[config.mk]
export PLATFORM = sky130hd
export DESIGN_NAME = lineStateArray
export DESIGN_NICKNAME = d
export VERILOG_FILES = /design/src/logic/ringCachePkg.sv /design/src/logic/lineStateArray.sv
export VERILOG_INCLUDE_DIRS = /design/src
export SDC_FILE = /design/constraint.sdc
export NUM_CORES = 2
export LEC_CHECK = 0
export BUFFER_PORTS_ARGS = -buffer_cell sky130_fd_sc_hd__clkbuf_2
export CORE_ASPECT_RATIO = 1.5
export CORE_MARGIN = 2
export CORE_UTILIZATION = 45
export CTS_BUF_LIST = sky130_fd_sc_hd__clkbuf_2 sky130_fd_sc_hd__clkbuf_4 sky130_fd_sc_hd__clkbuf_8
export CTS_CLUSTER_SIZE = 10
export DETAILED_ROUTE_END_ITERATION = 16
export SLEW_MARGIN = 20
export SYNTH_ARGS = -nofsm -noshare
export SYNTH_HDL_FRONTEND = slang
export SYNTH_SLANG_ARGS = --single-unit
[constraint.sdc]
create_clock -name clock -period 3.3 [get_ports clock]
set_clock_uncertainty 0.1 [all_clocks]
set_input_delay 0.165 -clock clock [delete_from_list [all_inputs] [get_ports clock]]
set_output_delay 0.165 -clock clock [all_outputs]
set_load 0.02 [all_outputs]
[src/ringCache_macros.svh]
// geometry, ring slot codes and snoop queue depth
// shared by the cache RTL and its testbench
`ifndef RINGCACHE_MACROS_SVH
`define RINGCACHE_MACROS_SVH

// cache geometry
`define numLines 128
`define lineWords 8

// highest valid ring source id
`define numCores 4

// pending snoop entries
`define snoopDepth 8

// ring slot type codes
`define slotAddress 4'd1
`define slotWriteData 4'd2
`define slotGrantExclusive 4'd3

`endif

[src/logic/ringCachePkg.sv]
// vector typedefs for words, addresses and ring ids
// line state and controller state enums
package ringCachePkg;

  typedef logic [31:0] wordT;       // data word or ring payload
  typedef logic [30:0] cpuAddrT;    // cpu word address
  typedef logic [20:0] tagT;        // aq[30:10]
  typedef logic [6:0]  lineIndexT;  // aq[9:3]
  typedef logic [2:0]  wordSelT;    // aq[2:0]
  typedef logic [9:0]  dataAddrT;   // {line index, word}
  typedef logic [3:0]  coreIdT;
  typedef logic [3:0]  slotTypeT;

  // encoding 2'd2 left free for an exclusive clean state
  typedef enum logic [1:0] {
    INVALID  = 2'd0,
    SHARED   = 2'd1,
    MODIFIED = 2'd3
  } lineStateE;

  typedef enum logic [3:0] {
    ctrlIdle,
    ctrlSnoopCheck,     // registered lookup of the snooped line
    ctrlRequestToken,   // read request waits for the token
    ctrlFlushToken,     // snoop flush waits for the token
    ctrlSendData,
    ctrlSendWriteAddr
  } ctrlStateE;

endpackage

[src/logic/lineStateArray.sv]
// tag and line state arrays of the data cache
// registered request port, combinational snoop port
`timescale 1ns/1ps
`include "ringCache_macros.svh"

module lineStateArray
  import ringCachePkg::*;
(
  input  logic      clock,
  input  logic      reset,
  // request port, driven by the controller
  input  lineIndexT reqIndex,
  input  tagT       newTag,
  input  lineStateE newState,
  input  logic      writeEnable,
  output tagT       reqTag,
  output lineStateE reqState,
  // snoop lookup from the ring
  input  lineIndexT snoopIndex,
  output tagT       snoopTag,
  output lineStateE snoopState
);

  tagT       tags   [`numLines];
  lineStateE states [`numLines];

  always_ff @(posedge clock) begin
    if (writeEnable) begin
      tags[reqIndex] <= newTag;
    end
    reqTag <= tags[reqIndex];  // read before write
  end

  always_ff @(posedge clock) begin
    if (reset) begin
      for (int i = 0; i < `numLines; i++) begin
        states[i] <= INVALID;
      end
      reqState <= INVALID;
    end else begin
      if (writeEnable) begin
        states[reqIndex] <= newState;
      end
      reqState <= states[reqIndex];
    end
  end

  // snoop filter needs the answer in the slot cycle
  assign snoopTag   = tags[snoopIndex];
  assign snoopState = states[snoopIndex];

endmodule

==> impl_results.md <==
* Run status: finished, violations left
* Failing checks: negative setup slack
* Final setup violation count at 26
* Crit path time final at a little over 4 ns
* Num CTS Buffers at about 450
* Worst setup EP type: output port
* Synth cell types at slightly above 80
* H-tree depth at 5
* Total power at between 80 and 90 mW
* Area Growth Syn to Fin at 19.9%
* # DRC at 0
* Final hold viol count at 0
* Sequential area share after synthesis at 0.637
* Largest net degree at the start of global routing at ~130
* Area share of the largest cell type after synthesis at 0.633
* Worst Hold Margin at around 0.026 ns
* Share of layout cells above drive strength 1 at 0.419
* Hold Startpoint: newTag[3]
* Critical Path RT at around 3 ns
* Syn nets at between 7000 and 8000
* DP Cell Count at about 12000
* Initial antenna violation count at 62
* Starting density of the core at 0.452
* Leak Pwr at about 55 nW
* Adder-cell share of the synthesized area at 0
* Vias/cell at ~7.2
* Pre-CTS setup slack at -0.950 ns
* Global-route wire length before repair at around 840000 µm
* Startpoint Class: flop
* Leading area contributor after synthesis: edfxtp_1
* Xor/xnor cell area share of the yosys netlist at 0
* IO buf count at 85
* Max clock buf depth at 4
* I/O Pins at 86
* CTS sink count at just under 3000
* Crit Path Category: flop to output port
* Number of synthesized flops with an enable pin at between 2000 and 3000
* HP Class: input port to flop
* Period Utilization, post-route at 1.23
* Post-route setup slack at -0.763 ns
* Max-cap violations at 0
* Critical R2R Launch: tags[56][5]
* Post-DP HPWL at about 440000 µm
* Peak VDD IR at between 300 and 400 µV
* Hold Crit Depth at 3
* Syn_area_per_cell at ~18 µm²
* Final GP Congestion at between 1 and 1.5
* Setup TNS at -9.63 ns
* Routed wire length at around 640000 µm
* Syn Inst Count at a little under 8000
* 1st-pass router iterations at 8
* Compound-cell area share of the yosys netlist at 0.0690
* FFs w/ async S/R, synth at 0
* Mux cell area share after synthesis at 0.232
* Worst R2R End: reqTag[5]
* Number of non-filler instances in the completed layout at between 10000 and 15000
* Nets at about 9000
* Count of cells along the worst register-to-register path at 7
* Reg-to-reg slack, setup at -0.06 ns
* Clock-pin transition on the worst setup and hold timing paths at 0.07 ns
* Synthesized flop and latch total at 2967
* Skew-Pair Late Insertion Delay at 1.20 ns
* Global Route Usage Sum at 0.399
* CTS tree: done
* Synthesis Warnings at 0
* CP max FO at 2
* Number of global-route vias before repair at around 95000
* Pwr/cell area at 505 nW/µm²
* Total number of vias at 96872
* Die H at between 600 and 700 µm
* Largest family of logic cells by synthesized area: multiplexers
* Mapped Area at around 140000 µm²
* Worst EP arrival at about 3.8 ns
* Core area at slightly above 300000 µm²
* Number of DRC markers in iteration 0 at 17230
* Unrepaired setup endpoints after global routing: yes
* Final Max Tran Viols at 0
* Final core occ at 0.542
* Finished Cell Area at 167000 µm²
* Fillers at between 20000 and 25000
* Hold endpoint: tags[116][3]
* Antenna-violating nets left at 0
* Relative slew slack at 0.162
* Post-DP Area at between 150000 and 200000 µm²
* Overflow after GRT at 0
* Die W at 459 µm
* Ys flop type: edfxtp_1
* Die ar. at about 310000 µm²
* Fmax at 246 MHz
* Clk root buf: clkbuf_8
* Routed wire per std cell at approximately 47 µm
* Simple-gate area share of the yosys netlist at 0.0357
* Commonest non-fill, non-tap cell in the layout: edfxtp_1
* Row count at 250
* Main area contributors after synthesis: edfxtp_1 (63%), mux4_2 (19%), mux2i_1 (2.0%)
* Slew @ Worst Pin at 1.25 ns
* Commonest non-fill, non-tap cells in the layout: edfxtp_1 (2944), mux4_2 (1204), buf_4 (974)
## worst max-delay path by stage
stage	from	end	slack, ns	cells after the start
final	tags[87][8]	snoopTag[8]	-0.76	5
after global routing	tags[69][19]	snoopTag[19]	-0.67	5
after CTS	tags[82][19]	snoopTag[19]	-0.63	5
after detailed placement	reqIndex[2]	reqTag[1]	-0.95	12
after global placement	reqIndex[0]	reqTag[12]	-1.72	11
after floorplan	reqIndex[0]	states[10][0]	0.15	9
## worst max-delay path, stage by stage, from the launching register on
cell	delay, ns
edfxtp_1	0.40
mux4_2	0.47
mux4_2	0.66
a211oi_4	0.63
a211oi_4	0.24
buf_6	0.20
## final cells by class
cell class,count,area [µm²],share of cell area
Clock buffer,573,7220,0.0432
Multi-Input combinational cell,4067,48200,0.288
Clock inverter,253,1810,0.0108
Sequential cell,2967,88900,0.531
Inverter,35,153,0.000912
Tap cell,4032,5040,0.0302
Timing Repair Buffer,1467,15900,0.0952
Antenna cell,27,67.6,0.000404
## state kept, by name, indices dropped and copies added, names as in the netlist
signal,flops
reqState,2
states,256
tags,2688
reqTag,21
## synthesized netlist by cell type, types with 63 or more instances
cell and instances:
a221o_1 63, mux2i_1 274, a21oi_1 112, buf_4 71, buf_2 266, clkbuf_1 283, or2_2 124, nand2_1 294
a221oi_1 300, nor2_1 417, o22ai_1 149, mux2_2 224, edfxtp_1 2944, o21ai_0 115, nor3_1 95, a22oi_1 163
mux4_2 1204
## cell families after synthesis
logic type / after synthesis
buf+inv: 742
compound gates: 1267
simple gates: 1097
mux: 1703
flops: 2967
## routing by layer
layer | global-route usage | vias to the layer above | routed length [µm]
met2 | 0.604 | 8323 | 287000
met5 | 0 | - | 305
li1 | - | 35722 | -
met3 | 0.105 | 1879 | 75600
met1 | 0.486 | 50922 | 212000
met4 | 0.317 | 26 | 62200
## power breakdown
group | leakage [nW] | total, mW | switching [mW] | internal, mW
Sequential | 26.8 | 42.1 | 0.291 | 41.8
Combinational | 23.4 | 10.7 | 6.72 | 4.00
Clock | 4.77 | 31.8 | 15.6 | 16.2
Total | 55.0 | 84.6 | 22.6 | 62.0
## what timing repair did
| item | 4_1_cts | 5_1_grt |
|---|---|---|
| hold buffers | 42 | 0 |
| pin swaps | 21 | 36 |
| resized for setup | 93 | 105 |
| hold endpoints to repair | 3048 | 0 |
| cloned | 0 | 0 |
| endpoints found under the setup margin | 25 | 23 |
| buffers inserted | 26 | 18 |
No activity file was read; power rests on OpenSTA's default activity.
