$ cat src/ringCache_macros.svh
// geometry, ring slot codes and snoop queue depth
// shared by the cache RTL and its testbench
`ifndef RINGCACHE_MACROS_SVH
`define RINGCACHE_MACROS_SVH

// cache geometry
`define numLines 128
`define lineWords 8

// highest valid ring source id
`define numCores 4

// pending snoop entries
`define snoopDepth 8

// ring slot type codes
`define slotAddress 4'd1
`define slotWriteData 4'd2
`define slotGrantExclusive 4'd3

`endif

$ cat src/logic/ringCachePkg.sv
// vector typedefs for words, addresses and ring ids
// line state and controller state enums
package ringCachePkg;

  typedef logic [31:0] wordT;       // data word or ring payload
  typedef logic [30:0] cpuAddrT;    // cpu word address
  typedef logic [20:0] tagT;        // aq[30:10]
  typedef logic [6:0]  lineIndexT;  // aq[9:3]
  typedef logic [2:0]  wordSelT;    // aq[2:0]
  typedef logic [9:0]  dataAddrT;   // {line index, word}
  typedef logic [3:0]  coreIdT;
  typedef logic [3:0]  slotTypeT;

  // encoding 2'd2 left free for an exclusive clean state
  typedef enum logic [1:0] {
    INVALID  = 2'd0,
    SHARED   = 2'd1,
    MODIFIED = 2'd3
  } lineStateE;

  typedef enum logic [3:0] {
    ctrlIdle,
    ctrlSnoopCheck,     // registered lookup of the snooped line
    ctrlRequestToken,   // read request waits for the token
    ctrlFlushToken,     // snoop flush waits for the token
    ctrlSendData,
    ctrlSendWriteAddr
  } ctrlStateE;

endpackage

$ cat src/logic/snoopQueue.sv
// snoop filter for read address slots of other cores
// plus a small FIFO of snoops waiting for the controller
`timescale 1ns/1ps
`include "ringCache_macros.svh"

module snoopQueue
  import ringCachePkg::*;
(
  input  logic      clock,
  input  logic      reset,
  input  coreIdT    whichCore,
  input  wordT      ringIn,
  input  slotTypeT  slotTypeIn,
  input  coreIdT    sourceIn,
  input  tagT       snoopTag,
  input  lineStateE snoopState,
  output lineIndexT snoopIndex,
  input  logic      snoopPop,
  output logic      snoopEmpty,
  output wordT      snoopHead
);

  localparam int ptrBits = $clog2(`snoopDepth);
  localparam logic [ptrBits:0] depthCount = `snoopDepth;

  wordT               entries [`snoopDepth];
  logic [ptrBits-1:0] writePtr;
  logic [ptrBits-1:0] readPtr;
  logic [ptrBits:0]   count;
  logic               isReadSlot;
  logic               fromOtherCore;
  logic               lineInUse;
  logic               full;
  logic               push;
  logic               pop;

  assign snoopIndex = ringIn[6:0];
  assign isReadSlot = (slotTypeIn == `slotAddress) && ringIn[28];
  assign fromOtherCore = (sourceIn != whichCore) && (sourceIn != '0) &&
                         (sourceIn <= coreIdT'(`numCores));

  // plain read only matters when we hold dirty data
  assign lineInUse = (snoopTag == ringIn[27:7]) &&
                     ((!ringIn[29] && snoopState == MODIFIED) ||
                      (ringIn[29] && snoopState != INVALID));

  assign full = (count == depthCount);
  assign push = isReadSlot && fromOtherCore && lineInUse && !full;  // dropped when full
  assign pop  = snoopPop && !snoopEmpty;

  always_ff @(posedge clock) begin
    if (push) begin
      entries[writePtr] <= ringIn;
    end
  end

  always_ff @(posedge clock) begin
    if (reset) begin
      writePtr <= '0;
      readPtr  <= '0;
      count    <= '0;
    end else begin
      if (push) writePtr <= writePtr + 1'b1;
      if (pop) readPtr <= readPtr + 1'b1;
      case ({push, pop})
        2'b10:   count <= count + 1'b1;
        2'b01:   count <= count - 1'b1;
        default: count <= count;
      endcase
    end
  end

  assign snoopEmpty = (count == '0);
  assign snoopHead  = entries[readPtr];

endmodule

$ cat config.mk
export PLATFORM = sky130hd
export DESIGN_NAME = snoopQueue
export DESIGN_NICKNAME = d
export VERILOG_FILES = /design/src/logic/ringCachePkg.sv /design/src/logic/snoopQueue.sv
export VERILOG_INCLUDE_DIRS = /design/src
export SDC_FILE = /design/constraint.sdc
export NUM_CORES = 1
export LEC_CHECK = 0
export BUFFER_PORTS_ARGS = -buffer_cell sky130_fd_sc_hd__buf_2
export CORE_ASPECT_RATIO = 1.1
export CORE_MARGIN = 5
export CORE_UTILIZATION = 50
export CTS_BUF_LIST = sky130_fd_sc_hd__clkbuf_4 sky130_fd_sc_hd__clkbuf_8
export CTS_CLUSTER_DIAMETER = 40
export DETAILED_ROUTE_END_ITERATION = 12
export GPL_TIMING_DRIVEN = 0
export PLACE_DENSITY = 0.74
export SLEW_MARGIN = 20
export SYNTH_ARGS = -nofsm -noshare
export SYNTH_HDL_FRONTEND = slang
export SYNTH_SLANG_ARGS = --single-unit
$ cat constraint.sdc
create_clock -name clock -period 6.2 [get_ports clock]
set_input_delay 0.31 -clock clock [delete_from_list [all_inputs] [get_ports clock]]
set_output_delay 0.31 -clock clock [all_outputs]
set_load 0.01 [all_outputs]
==> key figures <==
Outcome
  – Status: completed

Critical path
  – Setup CP Type: reg -> reg
  – Crit-path cells: buf_2, nor3_1, a211oi_1, nand4_2, or3_1, buf_6, nor4b_4, buf_6, buf_6, buf_6
  – Worst Path Buf+Inv: 5
  – Reg-to-Reg End: entries[6][8]
  – CP Capture Type: flop
  – Worst path most repeated cell: buf_6
  – Slowest-stage cell, CP: nor4b_4
  – CP required: 6.43 ns
  – R2r startpoint: count[1]
  – Worst R2R Setup Slack: 2.83 ns
  – CP Launch Point: count[1]
  – Arrival @ worst endpoint: around 3.6 ns
  – CP peak stage delay: about 0.65 ns
  – Crit path capture: entries[6][8]
  – CP Launch Type: flop
  – Critical path's top delay family: simple AND/OR/NAND/NOR gates
  – Crit-path max FO: 10
  – Worst r2r path cells: 10
  – Critical path depth: 10

Timing
  – Fin crit period: 3.370 ns
  – Final setup viols: 0
  – Maximum clock frequency: 0.2967 GHz
  – Fin. max-slew vios: 0
  – Skew final: ~0.025 ns
  – Fin crit share: 54.36%
  – RSZ-0062 raised after global routing: false
  – Worst Max-Slew Pin Slew: approximately 0.84 ns
  – Hold Violations, Final: 0
  – Max-slew headroom: between 40 and 50%

Synth
  – Area contributors post-synth: edfxtp_1 72%, mux4_2 13%, mux2_2 3.4%
  – Seq cells post-synth: between 200 and 300
  – Register area share after synthesis: 74.05%
  – Synth area leader: edfxtp_1
  – Synth Area per Inst: 21.34 um^2
  – Share of Yosys cell area claimed by the top area cell type: 71.63%
  – Post-Synthesis Cells: about 500
  – Mapped Area: 10730 um^2
  – Yosys warning total: 0
  – Syn nets: 578
  – Ys async rst share: 0%
  – Yosys cell types: a little over 40
  – Number of synthesized flops with an enable pin: 256
  – Prevailing post-synth register cell: edfxtp_1

Floorplanning
  – Core Region: 21230 um^2
  – Die H: around 160 um
  – Row count: between 50 and 60
  – Die area: 24500 um^2
  – IO Pins: 110
  – Initial core utilization: 50.55%
  – Die width: between 100 and 150 um

Drt
  – Detailed Route Iter0 Violations: 489
  – Via count: 5569
  – Vias/cell: 5.498
  – Routed len/inst: roughly 23 um
  – Routed WL: ~23 mm
  – ANT nets after route: 0
  – DRC Markers: 0
  – Drt first pass iters: 5

Global route
  – GRT Total Usage: 19.07%
  – Total gr overflow: 0
  – First-pass GRT wire length: about 35 mm
  – Antenna violations before repair: 0
  – Vias in the first global route: 6071
  – Largest net degree at the start of global routing: 12

Placement
  – Port Buffer Count: 109
  – Gpl congestion: 0.7765
  – Detail Placement HPWL: 16.14 mm
  – DP Cell Count: 940

Hold path
  – Worst hold path class: in -> reg

Layout
  – Share of layout cells above drive strength 1: 46.33%
  – Layout area overhead: 19.57%
  – Final #Nets: 769
  – Diode count: 0
  – Final Util: 60.45%
  – Non-filler cells, final: 1013

Clock network
  – CTS buffer count: 42
  – Post-CTS Resized: 0
  – Clock slew at reported path FFs: 0.06 ns
  – Root buf cell: clkbuf_8
  – Count of clock tree sinks: 269
  – Setup fix buffers added after clock tree synthesis: 0
  – Clk buf depth: 3
  – CTS tree: built
  – H-tree levels: 2
  – Clock Latency Late Sink: 0.54 ns
  – Hold_buf cts: 0

Power and ir drop
  – Leakage power total: around 4.3 nW
  – P per Cell Area: 271.1 nW/um^2
  – Peak supply drop: 130.9 uV

Job
  – Max Cap Viol: 0
-- synth_stat cells (3+ instances only) --
cell      number
nor4b_2        4
nor3_1         4
dfxtp_1       13
nand4_1        4
mux2_2        32
inv_1          3
xnor2_1        9
buf_2          7
nor2_1        11
edfxtp_1     256
nand2_1        3
o21ai_0        3
xor2_1        23
buf_4          7
mux4_2        64
ha_1           5
nor4_1        12
a21oi_1        6
clkbuf_1      12
-- worst min path at each step --
stage                from             end  slack [ns]  cells past startpoint
2_1_floorplan   ringIn[0]   entries[0][0]        0.41                      0
6_report       ringIn[28]  entries[6][28]        0.06                      1
3_3_place_gp   readPtr[1]      readPtr[1]        0.48                      2
4_1_cts        ringIn[28]  entries[2][28]        0.02                      1
3_5_place_dp   readPtr[1]      readPtr[1]        0.51                      2
5_1_grt        ringIn[23]  entries[3][23]        0.03                      1
-- flip-flops by register name, summed over array words and instances, names as in the netlist, named ones only --
name,flops
readPtr,3
count,4
writePtr,3
entries,256
-- cells by family after synthesis --
group                      share of synthesized area (%)
buffers and inverters                              1.515
muxes                                              16.99
AOI/OAI and AO/OA                                 0.8045
adders and majority gates                         0.5829
and+or+nand+nor                                    3.451
DFF                                                74.05
xor gates and xnor gates                           2.611
-- stage by stage --
| step | setup TNS [ns] | setup WS, ns | area [um^2] | total power, mW | hold slack [ns] |
|---|---|---|---|---|---|
| 3_3_place_gp | -205.28 | -2.510 | 11640 | 2.109 | 0.4802 |
| 2_1_floorplan | 0 | 0.8484 | 10730 | 2.052 | 0.4089 |
| 6_report | 0 | 2.830 | 12830 | 3.479 | 0.05510 |
| 4_1_cts | 0 | 2.826 | 12830 | 3.508 | 0.02002 |
| 5_1_grt | 0 | 2.692 | 12830 | 3.602 | 0.03229 |
| 3_5_place_dp | 0 | 2.576 | 12030 | 2.113 | 0.5090 |
-- cell usage in the layout (no fill, tap or decap), drive strengths merged, types with 4 or more instances in the layout --
cell    count
xnor2       9
nor2       11
mux2       33
mux4       64
buf       164
nor4       12
clkbuf     75
inv         5
nor3        4
nor4b       6
a21oi       6
dfxtp      13
ha          5
clkinv      8
nand4       5
xor2       23
edfxtp    256
-- report_power, final --
part	leakage (nW)	switching, mW	internal, mW	total [mW]
logic	1.45	0.0576	0.0319	0.0894
registers	2.40	0.000000108	1.99	1.99
clock network	0.428	0.631	0.771	1.40
total	4.29	0.689	2.79	3.48
-- final cells by class --
cell class	instances	area, um^2
repair buffers	147	879.6
well taps	290	362.8
fillers	1540	8397
multi-input cells	202	2680
inverters	3	11.26
clock inverters	10	52.55
plain buffers	29	151.4
flip-flops and latches	269	7948
clock buffers	63	748.2
-- layer usage --
layer | vias up | track usage [%] | part of all wire [%]
li1 | 2468 | - | -
met1 | 2860 | 24.92 | 40
met2 | 198 | 32.43 | 51
met3 | 43 | 3.829 | 6.4
met4 | 0 | 6.156 | 2.3
met5 | - | 0 | 0
(Power assumes the default switching activity.)
