==> src/ringCache_macros.svh <==
// geometry, ring slot codes and snoop queue depth
// shared by the cache RTL and its testbench
`ifndef RINGCACHE_MACROS_SVH
`define RINGCACHE_MACROS_SVH

// cache geometry
`define numLines 128
`define lineWords 8

// highest valid ring source id
`define numCores 4

// pending snoop entries
`define snoopDepth 8

// ring slot type codes
`define slotAddress 4'd1
`define slotWriteData 4'd2
`define slotGrantExclusive 4'd3

`endif

==> src/logic/ringCachePkg.sv <==
// vector typedefs for words, addresses and ring ids
// line state and controller state enums
package ringCachePkg;

  typedef logic [31:0] wordT;       // data word or ring payload
  typedef logic [30:0] cpuAddrT;    // cpu word address
  typedef logic [20:0] tagT;        // aq[30:10]
  typedef logic [6:0]  lineIndexT;  // aq[9:3]
  typedef logic [2:0]  wordSelT;    // aq[2:0]
  typedef logic [9:0]  dataAddrT;   // {line index, word}
  typedef logic [3:0]  coreIdT;
  typedef logic [3:0]  slotTypeT;

  // encoding 2'd2 left free for an exclusive clean state
  typedef enum logic [1:0] {
    INVALID  = 2'd0,
    SHARED   = 2'd1,
    MODIFIED = 2'd3
  } lineStateE;

  typedef enum logic [3:0] {
    ctrlIdle,
    ctrlSnoopCheck,     // registered lookup of the snooped line
    ctrlRequestToken,   // read request waits for the token
    ctrlFlushToken,     // snoop flush waits for the token
    ctrlSendData,
    ctrlSendWriteAddr
  } ctrlStateE;

endpackage

==> src/logic/missControl.sv <==
// cache controller: request arbitration, hit and miss handling
// ring slot emission for requests, write-backs and snoop flushes
// read data return tracking for line fills and GrantExclusive
`timescale 1ns/1ps
`include "ringCache_macros.svh"

module missControl
  import ringCachePkg::*;
(
  input  logic      clock,
  input  logic      reset,
  input  coreIdT    whichCore,
  // cpu side
  input  cpuAddrT   aq,
  input  logic      read,
  input  wordT      wq,
  input  logic      selDCache,
  output logic      done,
  output logic      wrq,
  output logic      rwq,
  // ring side
  input  wordT      ringIn,
  input  slotTypeT  slotTypeIn,
  input  coreIdT    sourceIn,
  input  coreIdT    rdDest,
  input  wordT      rdReturn,
  output wordT      ringOut,
  output slotTypeT  slotTypeOut,
  output logic      driveRing,
  output logic      wantsToken,
  input  logic      acquireToken,
  // snoop queue
  input  logic      snoopEmpty,
  input  wordT      snoopHead,
  output logic      snoopPop,
  // line state array
  output lineIndexT reqIndex,
  output tagT       newTag,
  output lineStateE newState,
  output logic      stateWrite,
  input  tagT       reqTag,
  input  lineStateE reqState,
  // data memory
  output dataAddrT  portAddr,
  output wordT      portWriteData,
  output logic      portWrite,
  input  wordT      portReadData,
  output dataAddrT  fillAddr,
  output wordT      fillData,
  output logic      fillWrite
);

  typedef enum logic [1:0] {
    waitNone,
    waitFill,     // counting returning words
    waitGap,      // one spare cycle so port A sees the filled line
    waitResolve
  } waitStateE;

  ctrlStateE state;
  waitStateE waitState;
  wordT      readRequest;
  wordT      writeAddrSlot;
  lineIndexT flushLine;
  logic      doFlush;
  wordSelT   wordCount;   // word on the ring in ctrlSendData
  wordSelT   fillCount;
  logic      delayedSel;
  logic      aqLookup;    // last lookup and readout used aq
  logic      aqAddressed;
  logic      takeSnoop;
  logic      takeAq;
  logic      takeResolve;
  logic      hitTag;
  logic      readHit;
  logic      writeHit;
  logic      missStart;
  logic      alreadyHas;
  logic      snoopMatch;
  logic      grantSeen;

  // idle arbitration, snoops first
  assign takeSnoop   = (state == ctrlIdle) && !snoopEmpty;
  assign takeAq      = (state == ctrlIdle) && snoopEmpty && delayedSel && aqLookup &&
                       (waitState == waitNone);
  assign takeResolve = (state == ctrlIdle) && snoopEmpty && aqLookup &&
                       (waitState == waitResolve);

  assign hitTag     = (reqTag == aq[30:10]);
  assign readHit    = takeAq && read && hitTag && (reqState != INVALID);
  assign writeHit   = takeAq && !read && hitTag && (reqState == MODIFIED);
  assign missStart  = takeAq && !readHit && !writeHit;
  assign alreadyHas = !read && hitTag && (reqState == SHARED);  // only ownership needed

  assign done = readHit || writeHit || takeResolve;
  assign wrq  = readHit || (takeResolve && read);
  assign rwq  = writeHit || (takeResolve && !read);

  assign snoopMatch = (state == ctrlSnoopCheck) && (reqTag == snoopHead[27:7]) &&
                      (reqState != INVALID);
  assign snoopPop   = (state == ctrlSnoopCheck);

  // line state port
  assign reqIndex   = (takeSnoop || state == ctrlSnoopCheck) ? snoopHead[6:0] : aq[9:3];
  assign newTag     = (state == ctrlSnoopCheck) ? reqTag : aq[30:10];
  assign stateWrite = missStart || takeResolve || snoopMatch;

  always_comb begin
    if (snoopMatch) newState = snoopHead[29] ? INVALID : SHARED;
    else if (takeResolve) newState = read ? SHARED : MODIFIED;
    else newState = INVALID;  // line unusable while the miss is open
  end

  // port A address, one cycle ahead of the word on the ring
  always_comb begin
    case (state)
      ctrlSnoopCheck:   portAddr = {snoopHead[6:0], 3'd0};
      ctrlRequestToken: portAddr = {flushLine, 3'd0};
      ctrlFlushToken:   portAddr = {flushLine, acquireToken ? 3'd1 : 3'd0};
      ctrlSendData:     portAddr = {flushLine, wordSelT'(wordCount + 3'd1)};
      default:          portAddr = aq[9:0];
    endcase
  end

  assign aqAddressed   = !takeSnoop && (state == ctrlIdle || state == ctrlSendWriteAddr);
  assign portWriteData = wq;
  assign portWrite     = writeHit || (takeResolve && !read);

  // ring output
  assign wantsToken = (state == ctrlRequestToken) || (state == ctrlFlushToken);
  assign driveRing  = (wantsToken && acquireToken) || (state == ctrlSendData) ||
                      (state == ctrlSendWriteAddr);

  always_comb begin
    case (state)
      ctrlRequestToken: begin
        ringOut     = readRequest;
        slotTypeOut = `slotAddress;
      end
      ctrlFlushToken, ctrlSendData: begin
        ringOut     = portReadData;
        slotTypeOut = `slotWriteData;
      end
      ctrlSendWriteAddr: begin
        ringOut     = writeAddrSlot;
        slotTypeOut = `slotAddress;
      end
      default: begin
        ringOut     = '0;
        slotTypeOut = '0;
      end
    endcase
  end

  always_ff @(posedge clock) begin
    if (reset) begin
      state     <= ctrlIdle;
      doFlush   <= 1'b0;
      wordCount <= '0;
    end else begin
      case (state)
        ctrlIdle: begin
          if (takeSnoop) begin
            state <= ctrlSnoopCheck;
          end else if (missStart) begin
            state   <= ctrlRequestToken;
            doFlush <= (reqState == MODIFIED);  // dirty victim of another tag
          end
        end
        ctrlSnoopCheck: begin
          if (snoopMatch && reqState == MODIFIED) state <= ctrlFlushToken;
          else state <= ctrlIdle;
        end
        ctrlRequestToken: begin
          if (acquireToken) begin
            wordCount <= '0;
            state     <= doFlush ? ctrlSendData : ctrlIdle;
          end
        end
        ctrlFlushToken: begin
          if (acquireToken) begin
            wordCount <= 3'd1;  // word 0 went out with the token
            state     <= ctrlSendData;
          end
        end
        ctrlSendData: begin
          wordCount <= wordCount + 1'b1;
          if (wordCount == wordSelT'(`lineWords - 1)) state <= ctrlSendWriteAddr;
        end
        ctrlSendWriteAddr: state <= ctrlIdle;
        default:           state <= ctrlIdle;
      endcase
    end
  end

  // slot payloads
  always_ff @(posedge clock) begin
    if (missStart) begin
      readRequest   <= {1'b0, alreadyHas, !read, 1'b1, aq[30:3]};
      writeAddrSlot <= {4'b0000, reqTag, aq[9:3]};  // victim line
      flushLine     <= aq[9:3];
    end else if (state == ctrlSnoopCheck) begin
      writeAddrSlot <= {4'b0010, snoopHead[27:0]};  // requested flush
      flushLine     <= snoopHead[6:0];
    end
  end

  always_ff @(posedge clock) begin
    if (reset) begin
      delayedSel <= 1'b0;
      aqLookup   <= 1'b0;
    end else begin
      delayedSel <= selDCache && !done;
      aqLookup   <= aqAddressed && !stateWrite;
    end
  end

  // read data return tracking
  assign grantSeen = (slotTypeIn == `slotGrantExclusive) && (sourceIn == whichCore) &&
                     (ringIn[27:0] == aq[30:3]);
  assign fillWrite = (waitState == waitFill) && (rdDest == whichCore);
  assign fillAddr  = {aq[9:3], fillCount};
  assign fillData  = rdReturn;

  always_ff @(posedge clock) begin
    if (reset) begin
      waitState <= waitNone;
      fillCount <= '0;
    end else begin
      case (waitState)
        waitNone: begin
          if (missStart) begin
            waitState <= waitFill;
            fillCount <= '0;
          end
        end
        waitFill: begin
          if (grantSeen) begin
            waitState <= waitGap;
          end else if (fillWrite) begin
            fillCount <= fillCount + 1'b1;
            if (fillCount == wordSelT'(`lineWords - 1)) waitState <= waitGap;
          end
        end
        waitGap:     waitState <= waitResolve;
        waitResolve: if (takeResolve) waitState <= waitNone;
        default:     waitState <= waitNone;
      endcase
    end
  end

endmodule

==> config.mk <==
export PLATFORM = sky130hd
export DESIGN_NAME = missControl
export DESIGN_NICKNAME = d
export VERILOG_FILES = /design/src/logic/ringCachePkg.sv /design/src/logic/missControl.sv
export VERILOG_INCLUDE_DIRS = /design/src
export SDC_FILE = /design/constraint.sdc
export NUM_CORES = 1
export LEC_CHECK = 0
export ABC_CLOCK_PERIOD_IN_PS = 4690
export BUFFER_PORTS_ARGS = -buffer_cell sky130_fd_sc_hd__buf_2
export CAP_MARGIN = 30
export CELL_PAD_IN_SITES_DETAIL_PLACEMENT = 1
export CELL_PAD_IN_SITES_GLOBAL_PLACEMENT = 2
export CORE_MARGIN = 2
export CORE_UTILIZATION = 26
export CTS_BUF_LIST = sky130_fd_sc_hd__clkbuf_8
export DETAILED_ROUTE_END_ITERATION = 16
export PLACE_DENSITY_LB_ADDON = 0.15
export SLEW_MARGIN = 20
export SYNTH_ARGS = -nofsm -noshare
export SYNTH_HDL_FRONTEND = slang
export SYNTH_SLANG_ARGS = --single-unit
==> constraint.sdc <==
create_clock -name clock -period 4.69 [get_ports clock]
set_input_delay 0.938 -clock clock [delete_from_list [all_inputs] [get_ports clock]]
set_output_delay 0.938 -clock clock [all_outputs]
set_load 0.02 [all_outputs]
==> metrics.yaml <==
status:
  outcome: "finished, final reports clean"
final_layout:
  drive_above_1_share_pct: 44.5
  final_cells: 1075
  final_core_utilization_pct: 32.4
  nets: 1030
  area.growth.synth_to_final_pct: 21.9
  fin_area_sq_um: 7320
pwr:
  leakagePower_nw: 3.04
  cellPowerDensity_nw_per_um2: 270
  power_switching_mw: 0.682
  pwr-share-seq_pct: 38.1
  vdd_drop_max_mv: 0.143
  power_frac_comb_pct: 34.1
  p_int_mw: 1.30
  swShare_pct: 34.4
  power_mw: 1.98
  p_clk_share_pct: 27.8
placed_design:
  place_ws_ns: 0.563
  io_buffers: 257
  dp_cells: 1058
  hpwl_mm: 19.1
  place_area_sq_um: 7110
  gp_congestion: 0.788
sta:
  grt_setup_unrepaired: "no"
  worstMarginPinSlew_ns: 0.881
  setup_slack_ns: 0.669
  max_freq_mhz: 249
  slew_headroom_pct: 41.1
  setup_viol: 0
  tns_ns: 0
  whs_ns: 0.497
  clock_skew_ns: 0.0101
  final_max_slew_viol_count: 0
  hold_violations: 0
  period_minus_slack_ns: 4.02
  fin_crit_sh_pct: 85.7
synthesis:
  synth.distinct_cells: 55
  ys_ff_latch: 73
  muxShareOfSynthArea_pct: 16.2
  synth_edf_count: 58
  yosysTopAreaCell: "edfxtp_1"
  yosys.area_share.adder_pct: 2.25
  syn_avg_cell_area_sq_um: 9.96
  ys_warn_count: 0
  synth_compound_area_share_pct: 13.8
  synthSimpleGateAreaFrac_pct: 10.6
  ys.flop_type: "edfxtp_1"
  synth_xor_area_share_pct: 11.4
  synth.area.top_cells: "edfxtp_1, mux2_2, buf_4, xnor2_1, a22oi_1"
  netlist_area_sq_um: 6010
  synthCells: 603
  yosysMostFrequentCell: "buf_4"
  synth_common_cells: "buf_4, edfxtp_1, mux2_2"
  async_flop_share_pct: 0
  synth_top_cell_area_share_pct: 29.0
  synth_top_family_by_area: "multiplexers"
  ys_seq_area_share_pct: 34.0
clock_network:
  path_clk_slew_ns: 0.07
  cts_tree: "built"
  cts_resized: 0
  clk_path_buf_depth: 2
  cts.root.buffer_cell: "clkbuf_8"
  insertion_delay_ns: 0.36
  htree_levels: 3
  post-cts-setup-buffers: 0
  hold_buffers: 0
  cts_num_sinks: 73
  cts_buffers: 9
hold_path:
  hold_path.class: "register to register"
critical_path:
  cp-end-kind: "primary output"
  critPathMaxFanout: 4
  start_kind: "input port"
  crit_type: "input port to primary output"
  required_ns: 3.75
  crit_arrival_ns: 3.08
global_routing:
  first_global_vias: 5720
  grt_pass1_wl_mm: 35.6
  grt_overflow: 0
  grt_max_degree: 35
  grt_antenna_before_repair: 2
  track_usage_pct: 19.8
routing:
  drt-total-wl_mm: 24.4
  first_iter_violations: 183
  vias: 5370
  drcViolationCount: 0
  ant_nets: 0
  viasPerCell: 5.00
  wire_per_inst_microns: 22.7
  firstDrtPassIters: 4
job:
  drv_cap: 0
die:
  rows: 55
  io_pins: 395
  dieWidth_microns: 156
  dieArea_sq_um: 24300
  core_area_sq_um: 22600
  die_h_microns: 156
  start_util_pct: 26.5
## routing by layer
metal	up-vias	share of wire, %	GRT usage, %
met3	25	7.1	4.50
met5	-	0.066	0
met1	2608	43	25.1
li1	2505	-	-
met2	230	48	34.1
met4	2	1.1	4.76
## worst paths after layout
kind,slack [ns],cells past startpoint,endpoint,start
worst max-delay path,0.67,9,wrq,reqTag[3]
worst min-delay path,0.50,2,wordCount[1]$_SDFFE_PP0P_,wordCount[1]$_SDFFE_PP0P_
worst max register to register,1.57,6,readRequest[2]$_DFFE_PP_,state[0]$_SDFFE_PP0P_
worst min register to register,0.50,2,wordCount[1]$_SDFFE_PP0P_,wordCount[1]$_SDFFE_PP0P_
## cell type report
cell class              instances  area [sq um]
fillers                      2637         15300
repair buffers                273          1410
flip-flops and latches         73          2040
well taps                     285           357
clock buffers                   9           124
multi-input cells             418          3270
inverters                       9          33.8
clock inverters                 7          86.3
diodes                          1          2.50
## state kept, by name, summed over array words and instances, names as in the netlist
| signal | flops |
|---|---|
| waitState | 2 |
| delayedSel | 1 |
| doFlush | 1 |
| aqLookup | 1 |
| writeAddrSlot | 29 |
| fillCount | 3 |
| wordCount | 3 |
| state | 3 |
| readRequest | 30 |
## worst max-delay path: stages
cell and delay, ns:
buf_2 0.13, xor2_1 0.17, nor4_1 0.55, buf_4 0.21, nand4_1 0.14, nor3_1 0.44, o21ai_1 0.14, a21oi_1 0.18
buf_2 0.19
## placed cells by master, fill, tap and decap left out, types with 10 or more instances in the layout
cell type,instances
ha_1,10
o21ai_1,23
nor2_1,27
nand4_1,13
a22oi_1,43
dfxtp_1,15
buf_4,16
mux2_1,28
xnor2_1,45
mux2_2,52
nand2_1,39
xor2_1,33
edfxtp_1,58
buf_2,257
## cells by family after synthesis
| logic type | count (synthesis) |
|---|---|
| compound gates | 117 |
| fa+ha+maj | 11 |
| buf+inv | 113 |
| simple gates | 123 |
| other cells | 1 |
| xor+xnor | 78 |
| mux | 87 |
| flops | 73 |
## power groups by stage
stage                     clock [mW]  sequential, mW  combinational, mW
after floorplan                    0           0.764              0.480
after global placement             0           0.767              0.668
after detailed placement           0           0.769              0.683
after CTS                      0.568           0.754              0.686
after global routing           0.592           0.759              0.731
final                          0.550           0.755              0.676
Note: power is estimated with default switching activity, not from simulation.
